## src/logic/decoder_defs.svh

```systemverilog
// ##########################################################
// decoder definitions
// widths, opcode encodings, vector funct3 groups and lumops
// ##########################################################
`ifndef DECODER_DEFS_SVH
`define DECODER_DEFS_SVH

`define XLEN        64
`define INST_W      32
`define REG_IDX_W   5

// base opcodes
`define OPC_OP         7'b0110011
`define OPC_OP_IMM     7'b0010011
`define OPC_OP_32      7'b0111011
`define OPC_OP_IMM_32  7'b0011011
`define OPC_LOAD       7'b0000011
`define OPC_STORE      7'b0100011
`define OPC_BRANCH     7'b1100011
`define OPC_LUI        7'b0110111
`define OPC_AUIPC      7'b0010111
`define OPC_JAL        7'b1101111
`define OPC_JALR       7'b1100111
`define OPC_VL         7'b0000111
`define OPC_VS         7'b0100111
`define OPC_VARITH     7'b1010111

`define F3_OPIVV  3'b000
`define F3_OPMVV  3'b010
`define F3_OPIVI  3'b011
`define F3_OPIVX  3'b100
`define F3_OPMVX  3'b110

`define LUMOP_BASIC      5'b00000
`define LUMOP_WHOLE_REG  5'b01000
`define LUMOP_MASK       5'b01011  // mask load/store

`endif
```

## src/logic/decoder_pkg.sv

```systemverilog
// ##########################################################
// decoder package
// enum types for the instruction format and control fields
// ##########################################################
package decoder_pkg;

    typedef enum logic [2:0] {
        FMT_V,
        FMT_R,
        FMT_I,
        FMT_S,
        FMT_B,
        FMT_U,
        FMT_J,
        FMT_NONE
    } inst_format_e;

    typedef enum logic [3:0] {
        EXE_NONE,
        EXE_BINARY,
        EXE_IMM_BINARY,
        EXE_BINARY_WORD,
        EXE_IMM_BINARY_WORD,
        EXE_MEM_ADDR,     // address add for load/store/jalr
        EXE_BRANCH_COND,
        EXE_IMM,
        EXE_PC_BASED
    } exe_op_e;

    typedef enum logic [1:0] {
        VOP_NONE,
        VOP_VEC_VEC,
        VOP_VEC_IMM,
        VOP_VEC_SCALAR
    } vec_operand_e;

    typedef enum logic [1:0] {MEM_NONE, MEM_LOAD, MEM_STORE} mem_op_e;

    typedef enum logic [1:0] {SIZE_NONE, SIZE_BYTE, SIZE_HALF, SIZE_WORD} data_size_e;

    typedef enum logic [1:0] {VLS_NONE, VLS_STRIDE, VLS_WHOLE_REG, VLS_MASK} vls_type_e;

    typedef enum logic [1:0] {
        BR_NONE,
        BR_CONDITIONAL,
        BR_UNCONDITIONAL,
        BR_UNCOND_RESULT  // target comes from the alu result
    } branch_e;

    typedef enum logic [1:0] {WB_NONE, WB_ARITH, WB_MEM, WB_PC_INC} wb_e;

endpackage

```

## src/logic/decode_stage.sv

```systemverilog
// ##########################################################
// decode stage
// registered rv64 + vector decode behind a valid/ready pair
// ##########################################################
`timescale 1ns/1ps
`include "decoder_defs.svh"

module decode_stage (
    input  logic                        clk,
    input  logic                        rst,
    input  logic                        in_valid,
    output logic                        in_ready,
    input  logic [`INST_W-1:0]          instr,
    output logic                        out_valid,
    input  logic                        out_ready,
    output logic [`REG_IDX_W-1:0]       rs1_idx,
    output logic [`REG_IDX_W-1:0]       rs2_idx,
    output logic [`REG_IDX_W-1:0]       rd_idx,
    output logic                        vm,
    output logic [3:0]                  func_code,
    output logic [5:0]                  func6,
    output logic [`XLEN-1:0]            imm,
    output logic                        illegal,
    output decoder_pkg::exe_op_e        exe_op,
    output decoder_pkg::vec_operand_e   vec_operand,
    output decoder_pkg::mem_op_e        mem_op,
    output decoder_pkg::data_size_e     data_size,
    output decoder_pkg::vls_type_e      vls_type,
    output decoder_pkg::branch_e        branch_kind,
    output decoder_pkg::wb_e            wb_sel
);

    import decoder_pkg::*;

    logic [`INST_W-1:0] held_instr;
    inst_format_e       fmt;

    // raw fields straight from the held word
    assign rs1_idx   = held_instr[19:15];
    assign rs2_idx   = held_instr[24:20];
    assign rd_idx    = held_instr[11:7];
    assign vm        = held_instr[25];
    assign func_code = {held_instr[30], held_instr[14:12]};
    assign func6     = held_instr[31:26];

    decode_ctrl i_decode_ctrl (
        .clk        (clk),
        .rst        (rst),
        .in_valid   (in_valid),
        .in_ready   (in_ready),
        .instr      (instr),
        .out_valid  (out_valid),
        .out_ready  (out_ready),
        .held_instr (held_instr)
    );

    inst_classify i_inst_classify (
        .held_instr (held_instr),
        .fmt        (fmt)
    );

    ctrl_table i_ctrl_table (
        .held_instr  (held_instr),
        .fmt         (fmt),
        .exe_op      (exe_op),
        .vec_operand (vec_operand),
        .mem_op      (mem_op),
        .data_size   (data_size),
        .vls_type    (vls_type),
        .branch_kind (branch_kind),
        .wb_sel      (wb_sel),
        .illegal     (illegal)
    );

    imm_gen i_imm_gen (
        .held_instr (held_instr),
        .fmt        (fmt),
        .illegal    (illegal),
        .imm        (imm)
    );

endmodule

```

## src/logic/imm_gen.sv

```systemverilog
// ##########################################################
// immediate generator
// sign-extended 64-bit immediate for the decoded format
// ##########################################################
`timescale 1ns/1ps
`include "decoder_defs.svh"

module imm_gen (
    input  logic [`INST_W-1:0]        held_instr,
    input  decoder_pkg::inst_format_e fmt,
    input  logic                      illegal,
    output logic [`XLEN-1:0]          imm
);

    import decoder_pkg::*;

    logic sign;

    assign sign = held_instr[31];

    always_comb begin
        case (fmt)
            FMT_V: imm = {{(`XLEN-5){held_instr[19]}}, held_instr[19:15]};  // simm5
            FMT_I: imm = {{(`XLEN-12){sign}}, held_instr[31:20]};
            FMT_S: imm = {{(`XLEN-12){sign}}, held_instr[31:25], held_instr[11:7]};
            FMT_B: begin
                imm = {{(`XLEN-12){sign}}, held_instr[7], held_instr[30:25],
                       held_instr[11:8], 1'b0};
            end
            FMT_U: imm = {{(`XLEN-32){sign}}, held_instr[31:12], 12'b0};
            FMT_J: begin
                imm = {{(`XLEN-20){sign}}, held_instr[19:12], held_instr[20],
                       held_instr[30:21], 1'b0};
            end
            default: imm = '0;  // R format and none
        endcase
        if (illegal) begin
            imm = '0;
        end
    end

endmodule

```

## src/logic/ctrl_table.sv

```systemverilog
// ##########################################################
// control table
// maps format, opcode and funct fields to control fields
// ##########################################################
`timescale 1ns/1ps
`include "decoder_defs.svh"

module ctrl_table (
    input  logic [`INST_W-1:0]        held_instr,
    input  decoder_pkg::inst_format_e fmt,
    output decoder_pkg::exe_op_e      exe_op,
    output decoder_pkg::vec_operand_e vec_operand,
    output decoder_pkg::mem_op_e      mem_op,
    output decoder_pkg::data_size_e   data_size,
    output decoder_pkg::vls_type_e    vls_type,
    output decoder_pkg::branch_e      branch_kind,
    output decoder_pkg::wb_e          wb_sel,
    output logic                      illegal
);

    import decoder_pkg::*;

    logic [6:0] opcode;
    logic [2:0] funct3;
    logic [4:0] lumop;

    assign opcode = held_instr[6:0];
    assign funct3 = held_instr[14:12];
    assign lumop  = held_instr[24:20];

    function automatic data_size_e scalar_size(input logic [2:0] f3);
        case (f3)
            3'b000:  return SIZE_BYTE;
            3'b001:  return SIZE_HALF;
            3'b010:  return SIZE_WORD;
            default: return SIZE_NONE;
        endcase
    endfunction

    // vector width field uses its own encoding
    function automatic data_size_e vector_size(input logic [2:0] f3);
        case (f3)
            3'b000:  return SIZE_BYTE;
            3'b101:  return SIZE_HALF;
            3'b110:  return SIZE_WORD;
            default: return SIZE_NONE;
        endcase
    endfunction

    function automatic vls_type_e lumop_type(input logic [4:0] lop);
        case (lop)
            `LUMOP_BASIC:     return VLS_STRIDE;
            `LUMOP_WHOLE_REG: return VLS_WHOLE_REG;
            `LUMOP_MASK:      return VLS_MASK;
            default:          return VLS_NONE;
        endcase
    endfunction

    always_comb begin
        exe_op      = EXE_NONE;
        vec_operand = VOP_NONE;
        mem_op      = MEM_NONE;
        data_size   = SIZE_NONE;
        vls_type    = VLS_NONE;
        branch_kind = BR_NONE;
        wb_sel      = WB_NONE;
        illegal     = 1'b0;
        case (fmt)
            FMT_V: begin
                case (opcode)
                    `OPC_VL, `OPC_VS: begin
                        exe_op    = EXE_MEM_ADDR;
                        mem_op    = (opcode == `OPC_VL) ? MEM_LOAD : MEM_STORE;
                        wb_sel    = (opcode == `OPC_VL) ? WB_MEM : WB_NONE;
                        data_size = vector_size(funct3);
                        vls_type  = lumop_type(lumop);
                        illegal   = (data_size == SIZE_NONE) || (vls_type == VLS_NONE);
                    end
                    `OPC_VARITH: begin
                        wb_sel = WB_ARITH;
                        case (funct3)
                            `F3_OPIVV, `F3_OPMVV: begin
                                exe_op      = EXE_BINARY;
                                vec_operand = VOP_VEC_VEC;
                            end
                            `F3_OPIVI: begin
                                exe_op      = EXE_IMM_BINARY;
                                vec_operand = VOP_VEC_IMM;
                            end
                            `F3_OPIVX, `F3_OPMVX: begin
                                exe_op      = EXE_BINARY;
                                vec_operand = VOP_VEC_SCALAR;
                            end
                            default: illegal = 1'b1;  // float groups, opcfg
                        endcase
                    end
                    default: illegal = 1'b1;
                endcase
            end
            FMT_R: begin
                wb_sel = WB_ARITH;
                case (opcode)
                    `OPC_OP:     exe_op = EXE_BINARY;
                    `OPC_OP_IMM: exe_op = EXE_IMM_BINARY;  // shift-immediate
                    `OPC_OP_32:  exe_op = EXE_BINARY_WORD;
                    default:     illegal = 1'b1;
                endcase
            end
            FMT_I: begin
                case (opcode)
                    `OPC_OP_IMM: begin
                        exe_op = EXE_IMM_BINARY;
                        wb_sel = WB_ARITH;
                    end
                    `OPC_OP_IMM_32: begin
                        exe_op = EXE_IMM_BINARY_WORD;  // addiw
                        wb_sel = WB_ARITH;
                    end
                    `OPC_LOAD: begin
                        exe_op    = EXE_MEM_ADDR;
                        mem_op    = MEM_LOAD;
                        wb_sel    = WB_MEM;
                        data_size = scalar_size(funct3);
                        illegal   = (data_size == SIZE_NONE);
                    end
                    `OPC_JALR: begin
                        exe_op      = EXE_MEM_ADDR;
                        branch_kind = BR_UNCOND_RESULT;
                        wb_sel      = WB_PC_INC;
                    end
                    default: illegal = 1'b1;
                endcase
            end
            FMT_S: begin
                exe_op    = EXE_MEM_ADDR;
                mem_op    = MEM_STORE;
                data_size = scalar_size(funct3);
                illegal   = (data_size == SIZE_NONE);
            end
            FMT_B: begin
                exe_op      = EXE_BRANCH_COND;
                branch_kind = BR_CONDITIONAL;
            end
            FMT_U: begin
                exe_op = (opcode == `OPC_LUI) ? EXE_IMM : EXE_PC_BASED;
                wb_sel = WB_ARITH;
            end
            FMT_J: begin
                exe_op      = EXE_PC_BASED;
                branch_kind = BR_UNCONDITIONAL;
                wb_sel      = WB_PC_INC;
            end
            default: illegal = 1'b1;
        endcase

        // an illegal word carries no partial decode
        if (illegal) begin
            exe_op      = EXE_NONE;
            vec_operand = VOP_NONE;
            mem_op      = MEM_NONE;
            data_size   = SIZE_NONE;
            vls_type    = VLS_NONE;
            branch_kind = BR_NONE;
            wb_sel      = WB_NONE;
        end
    end

endmodule

```

## src/logic/inst_classify.sv

```systemverilog
// ##########################################################
// instruction classifier
// picks the encoding format of the held instruction
// ##########################################################
`timescale 1ns/1ps
`include "decoder_defs.svh"

module inst_classify (
    input  logic [`INST_W-1:0]        held_instr,
    output decoder_pkg::inst_format_e fmt
);

    import decoder_pkg::*;

    logic [6:0] opcode;
    logic [3:0] func_code;
    logic       shift_fc;

    assign opcode    = held_instr[6:0];
    assign func_code = {held_instr[30], held_instr[14:12]};
    // slli, srli, srai
    assign shift_fc  = (func_code == 4'b0001) || (func_code == 4'b0101) ||
                       (func_code == 4'b1101);

    always_comb begin
        fmt = FMT_NONE;
        case (opcode)
            `OPC_VL, `OPC_VS, `OPC_VARITH: fmt = FMT_V;
            `OPC_OP, `OPC_OP_32:           fmt = FMT_R;
            `OPC_OP_IMM: begin
                if (shift_fc) begin
                    fmt = FMT_R;  // shamt is not an immediate here
                end else begin
                    fmt = FMT_I;
                end
            end
            `OPC_LOAD: fmt = FMT_I;
            `OPC_JALR, `OPC_OP_IMM_32: begin
                if (func_code[2:0] == 3'b000) begin
                    fmt = FMT_I;
                end
            end
            `OPC_STORE:            fmt = FMT_S;
            `OPC_BRANCH:           fmt = FMT_B;
            `OPC_LUI, `OPC_AUIPC:  fmt = FMT_U;
            `OPC_JAL:              fmt = FMT_J;
            default:               fmt = FMT_NONE;
        endcase
    end

endmodule

```

## src/logic/decode_ctrl.sv

```systemverilog
// ##########################################################
// decode control
// valid/ready handshake and the held instruction register
// ##########################################################
`timescale 1ns/1ps
`include "decoder_defs.svh"

module decode_ctrl (
    input  logic               clk,
    input  logic               rst,
    input  logic               in_valid,
    output logic               in_ready,
    input  logic [`INST_W-1:0] instr,
    output logic               out_valid,
    input  logic               out_ready,
    output logic [`INST_W-1:0] held_instr
);

    logic accept;

    // a new word may enter in the cycle the old one leaves
    assign in_ready = !out_valid || out_ready;
    assign accept   = in_valid && in_ready;

    always_ff @(posedge clk) begin
        if (rst) begin
            out_valid <= 1'b0;
        end else if (in_ready) begin
            out_valid <= in_valid;  // drops when consumed with nothing behind
        end
    end

    always_ff @(posedge clk) begin
        if (accept) begin
            held_instr <= instr;
        end
    end

    // stalled output must hold the same word
    a_stall_hold: assert property (
        @(posedge clk) disable iff (rst)
        out_valid && !out_ready |=> out_valid && $stable(held_instr)
    );

    // accepted word is presented one cycle later
    a_accept_load: assert property (
        @(posedge clk) disable iff (rst)
        accept |=> out_valid && held_instr == $past(instr)
    );

endmodule

```

## config.mk

```make
export PLATFORM = sky130hd
export DESIGN_NAME = decode_stage
export DESIGN_NICKNAME = d
export VERILOG_FILES = /design/src/logic/decoder_pkg.sv /design/src/logic/decode_stage.sv /design/src/logic/imm_gen.sv /design/src/logic/ctrl_table.sv /design/src/logic/inst_classify.sv /design/src/logic/decode_ctrl.sv
export VERILOG_INCLUDE_DIRS = /design/src /design/src/logic
export SDC_FILE = /design/constraint.sdc
export NUM_CORES = 1
export LEC_CHECK = 0
export BUFFER_PORTS_ARGS = -buffer_cell sky130_fd_sc_hd__clkbuf_2
export CAP_MARGIN = 40
export CELL_PAD_IN_SITES_DETAIL_PLACEMENT = 0
export CELL_PAD_IN_SITES_GLOBAL_PLACEMENT = 1
export CORE_UTILIZATION = 35
export DETAILED_ROUTE_END_ITERATION = 8
export GPL_TIMING_DRIVEN = 0
export PLACE_DENSITY = 0.95
export SLEW_MARGIN = 0
export SYNTH_ARGS = -nofsm -noshare
export SYNTH_HDL_FRONTEND = slang
export SYNTH_SLANG_ARGS = --single-unit
```

## constraint.sdc

```tcl
create_clock -name clk -period 6.5 [get_ports clk]
set_input_delay 1.3 -clock clk [delete_from_list [all_inputs] [get_ports clk]]
set_output_delay 1.3 -clock clk [all_outputs]
set_load 0.005 [all_outputs]
```

==> impl_metrics.env <==
export IMPL_seq_area_um2=980.9
export IMPL_cap_violations=0
export IMPL_grt_antenna_before_repair=0
export IMPL_layout_common_cells="clkbuf_2 (144), buf_4 (57), nand2_1 (38), edfxtp_1 (32), a21oi_1 (30)"
export IMPL_worstSetupStartpoint="i_decode_ctrl.held_instr[14]$_DFFE_PP_"
export IMPL_die_w_um=90.71
export IMPL_cp_end_kind="primary output"
export IMPL_ff2ff_setup_slack_ps=4970
export IMPL_slew_violations=0
export IMPL_dp_cells=570
export IMPL_rr_endpoint="i_decode_ctrl.held_instr[30]$_DFFE_PP_"
export IMPL_status="complete, no violations"
export IMPL_cts_resized=0
export IMPL_grt_remaining_overflow=0
export IMPL_port_buffer_count=144
export IMPL_cts_root_buf="clkbuf_8"
export IMPL_track_usage=0.2085
export IMPL_synth_warnings=0
export IMPL_clockBufferDepth=2
export IMPL_dieArea_mm2=0.008227
export IMPL_hold_viol_final=0
export IMPL_setup_tns_ps=0
export IMPL_initialDrtViolationCount=207
export IMPL_syn_inst=324
export IMPL_synth_avg_cell_area_um2=8.500
export IMPL_initial_core_util=0.3698
export IMPL_hold_class="register to register"
export IMPL_place_congestion=0.8689
export IMPL_timing_rr_start="i_decode_ctrl.out_valid$_SDFFE_PP0N_"
export IMPL_drive_gt1_frac=0.4823
export IMPL_fin_nets=514
export IMPL_cp_max_fo=23
export IMPL_final_common_cell="clkbuf_2"
export IMPL_clk_pin_slew_worst_paths_ps=70
export IMPL_top_layer_used="met4"
export IMPL_synth_distinct_cells=51
export IMPL_wl_um=8447
export IMPL_first_global_vias=2694
export IMPL_fin_cells=578
export IMPL_ys_async_sr_fraction=0
export IMPL_drt_met1_wl_um=3713
export IMPL_min_period_over_period=0.7729
export IMPL_row_count=31
export IMPL_period_minus_slack_ps=5024
export IMPL_final_core_utilization=0.5047
export IMPL_synth_edf_count=32
export IMPL_insertion_delay_ps=290
export IMPL_crit_path_start_kind="register"
export IMPL_area_delta_synth_final_pct=36.48
export IMPL_multi_input_area_mm2=0.001209
export IMPL_synth_fp_nets=360
export IMPL_clock_sinks=33
export IMPL_slew_limit_headroom=0.4234
export IMPL_powerDensity_mw_per_mm2=151.0
export IMPL_ir_worst_vdd_mv=0.1250
export IMPL_finClkSkew_ps=4.001
export IMPL_holdBufCountCts=0
export IMPL_grt_pass1_wl_um=13830
export IMPL_required_ps=5200
export IMPL_drcViolationCount=0
export IMPL_die_height_um=90.71
export IMPL_ys_seq_area_frac=0.3562
export IMPL_netlist_area_mm2=0.002754
export IMPL_fmaxAchievable_ghz=0.1991
export IMPL_path_class="register to primary output"
export IMPL_ctsHtreeMaxLevel=2
export IMPL_cts_buffers_inserted=5
export IMPL_grt_setup_unrepaired="no"
export IMPL_arrival_ps=3720
export IMPL_finalSetupViolations=0
export IMPL_ant_nets=0
export IMPL_core_mm2=0.007447
export IMPL_dr_wl_met3_um=739
export IMPL_first_pass_iters=5
export IMPL_vias_per_cell=5.107
export IMPL_ys_ff_latch=33
export IMPL_grt_max_degree=24
export IMPL_dpl_hpwl_um=6625
export IMPL_vias=2952
export IMPL_cts_tree="done"
export IMPL_cts_setup_buffers=0
export IMPL_num_io_pins=145
export IMPL_ys_flop_type="edfxtp_1"
export IMPL_route_met2_wl_um=3809
export IMPL_insertedDiodeCount=0
export IMPL_reg2regPathDepth=3
export IMPL_cp_endpoint="imm[40]"
export IMPL_p_leak_nw=1.697
export IMPL_wl_per_cell_um=14.61
export IMPL_tightest_slew_ps=858.2
export IMPL_fillCellCount=745
## registers in the layout, indices dropped and copies added, names as in the netlist
| name | cells |
|---|---|
| i_decode_ctrl.out_valid | 1 |
| i_decode_ctrl.held_instr | 32 |
## cells by family after synthesis
group           share of synthesized area
buf+inv                            0.2063
simple gates                       0.2104
compound gates                     0.2140
mux                              0.003635
xor+xnor                         0.009543
flops                              0.3562
## cells in the mapped netlist (all sizes together), types with 2 or more instances
cell / n / share of area
a2111oi: 3 / 0.023
a31oi: 21 / 0.048
a21oi: 32 / 0.060
nor2: 14 / 0.020
a41oi: 2 / 0.0064
a22oi: 2 / 0.0055
or2: 2 / 0.0055
edfxtp: 32 / 0.35
a22o: 5 / 0.016
o21ai: 9 / 0.016
buf: 64 / 0.17
clkbuf: 15 / 0.020
nand3: 20 / 0.036
nor2b: 2 / 0.0045
nand2b: 6 / 0.014
nor3: 7 / 0.013
nand2: 39 / 0.054
a211oi: 2 / 0.0073
o22ai: 2 / 0.0045
and3b: 2 / 0.0064
xnor2: 3 / 0.0095
and2: 3 / 0.0068
inv: 8 / 0.011
or3: 6 / 0.014
a32oi: 2 / 0.0064
nor4: 3 / 0.0091
nand4: 4 / 0.0091
## worst min path at each step
stage                                    startpoint                              endpoint  slack, ps  depth (start not counted)
6_report       i_decode_ctrl.out_valid$_SDFFE_PP0N_  i_decode_ctrl.out_valid$_SDFFE_PP0N_        530                          2
5_1_grt        i_decode_ctrl.out_valid$_SDFFE_PP0N_  i_decode_ctrl.out_valid$_SDFFE_PP0N_        570                          2
4_1_cts        i_decode_ctrl.out_valid$_SDFFE_PP0N_  i_decode_ctrl.out_valid$_SDFFE_PP0N_        530                          2
3_5_place_dp   i_decode_ctrl.out_valid$_SDFFE_PP0N_  i_decode_ctrl.out_valid$_SDFFE_PP0N_        530                          2
3_3_place_gp   i_decode_ctrl.out_valid$_SDFFE_PP0N_  i_decode_ctrl.out_valid$_SDFFE_PP0N_        490                          2
2_1_floorplan  i_decode_ctrl.out_valid$_SDFFE_PP0N_  i_decode_ctrl.out_valid$_SDFFE_PP0N_        520                          2
## per-layer routing
| metal | global-route usage | vias up |
|---|---|---|
| met5 | 0 | - |
| met4 | 0.07930 | 0 |
| met3 | 0.03535 | 19 |
| met2 | 0.3378 | 181 |
| met1 | 0.2762 | 1326 |
| li1 | - | 1426 |
## through the flow
step                      instance area (um^2)  hold WS (ps)  power (mW)  setup slack [ps]
after floorplan                           2754         522.5      0.3310              1813
after global placement                    3598         492.4      0.3730             813.3
after detailed placement                  3643         525.3      0.3760              1825
after CTS                                 3759         534.8      0.5736              1500
after global routing                      3759         568.6      0.5917              1165
final                                     3759         528.8      0.5674              1476
## power breakdown
| part | switching, mW | total, mW | leakage (nW) | internal, mW |
|---|---|---|---|---|
| Clock | 0.0806 | 0.195 | 0.0543 | 0.115 |
| Sequential | 0.0126 | 0.261 | 0.318 | 0.249 |
| Combinational | 0.0610 | 0.111 | 1.32 | 0.0497 |
## critical path: stages (launching register included)
cell and delay [ps]:
edfxtp_1 470, clkbuf_1 290, nor3_1 400, a21oi_2 110, nor4b_2 610, o21bai_1 290, clkbuf_1 290, a21oi_2 500
buf_8 240, buf_4 120, clkbuf_2 100
## area by class of cell
cell class              count  area share
plain buffers              79      0.1431
clock buffers               5     0.01831
clock inverters             3     0.01232
inverters                   8    0.007989
multi-input cells         204      0.3216
flip-flops and latches     33      0.2610
well taps                  99     0.03296
repair buffers            147      0.2027
No activity file was read; power rests on OpenSTA's default activity.
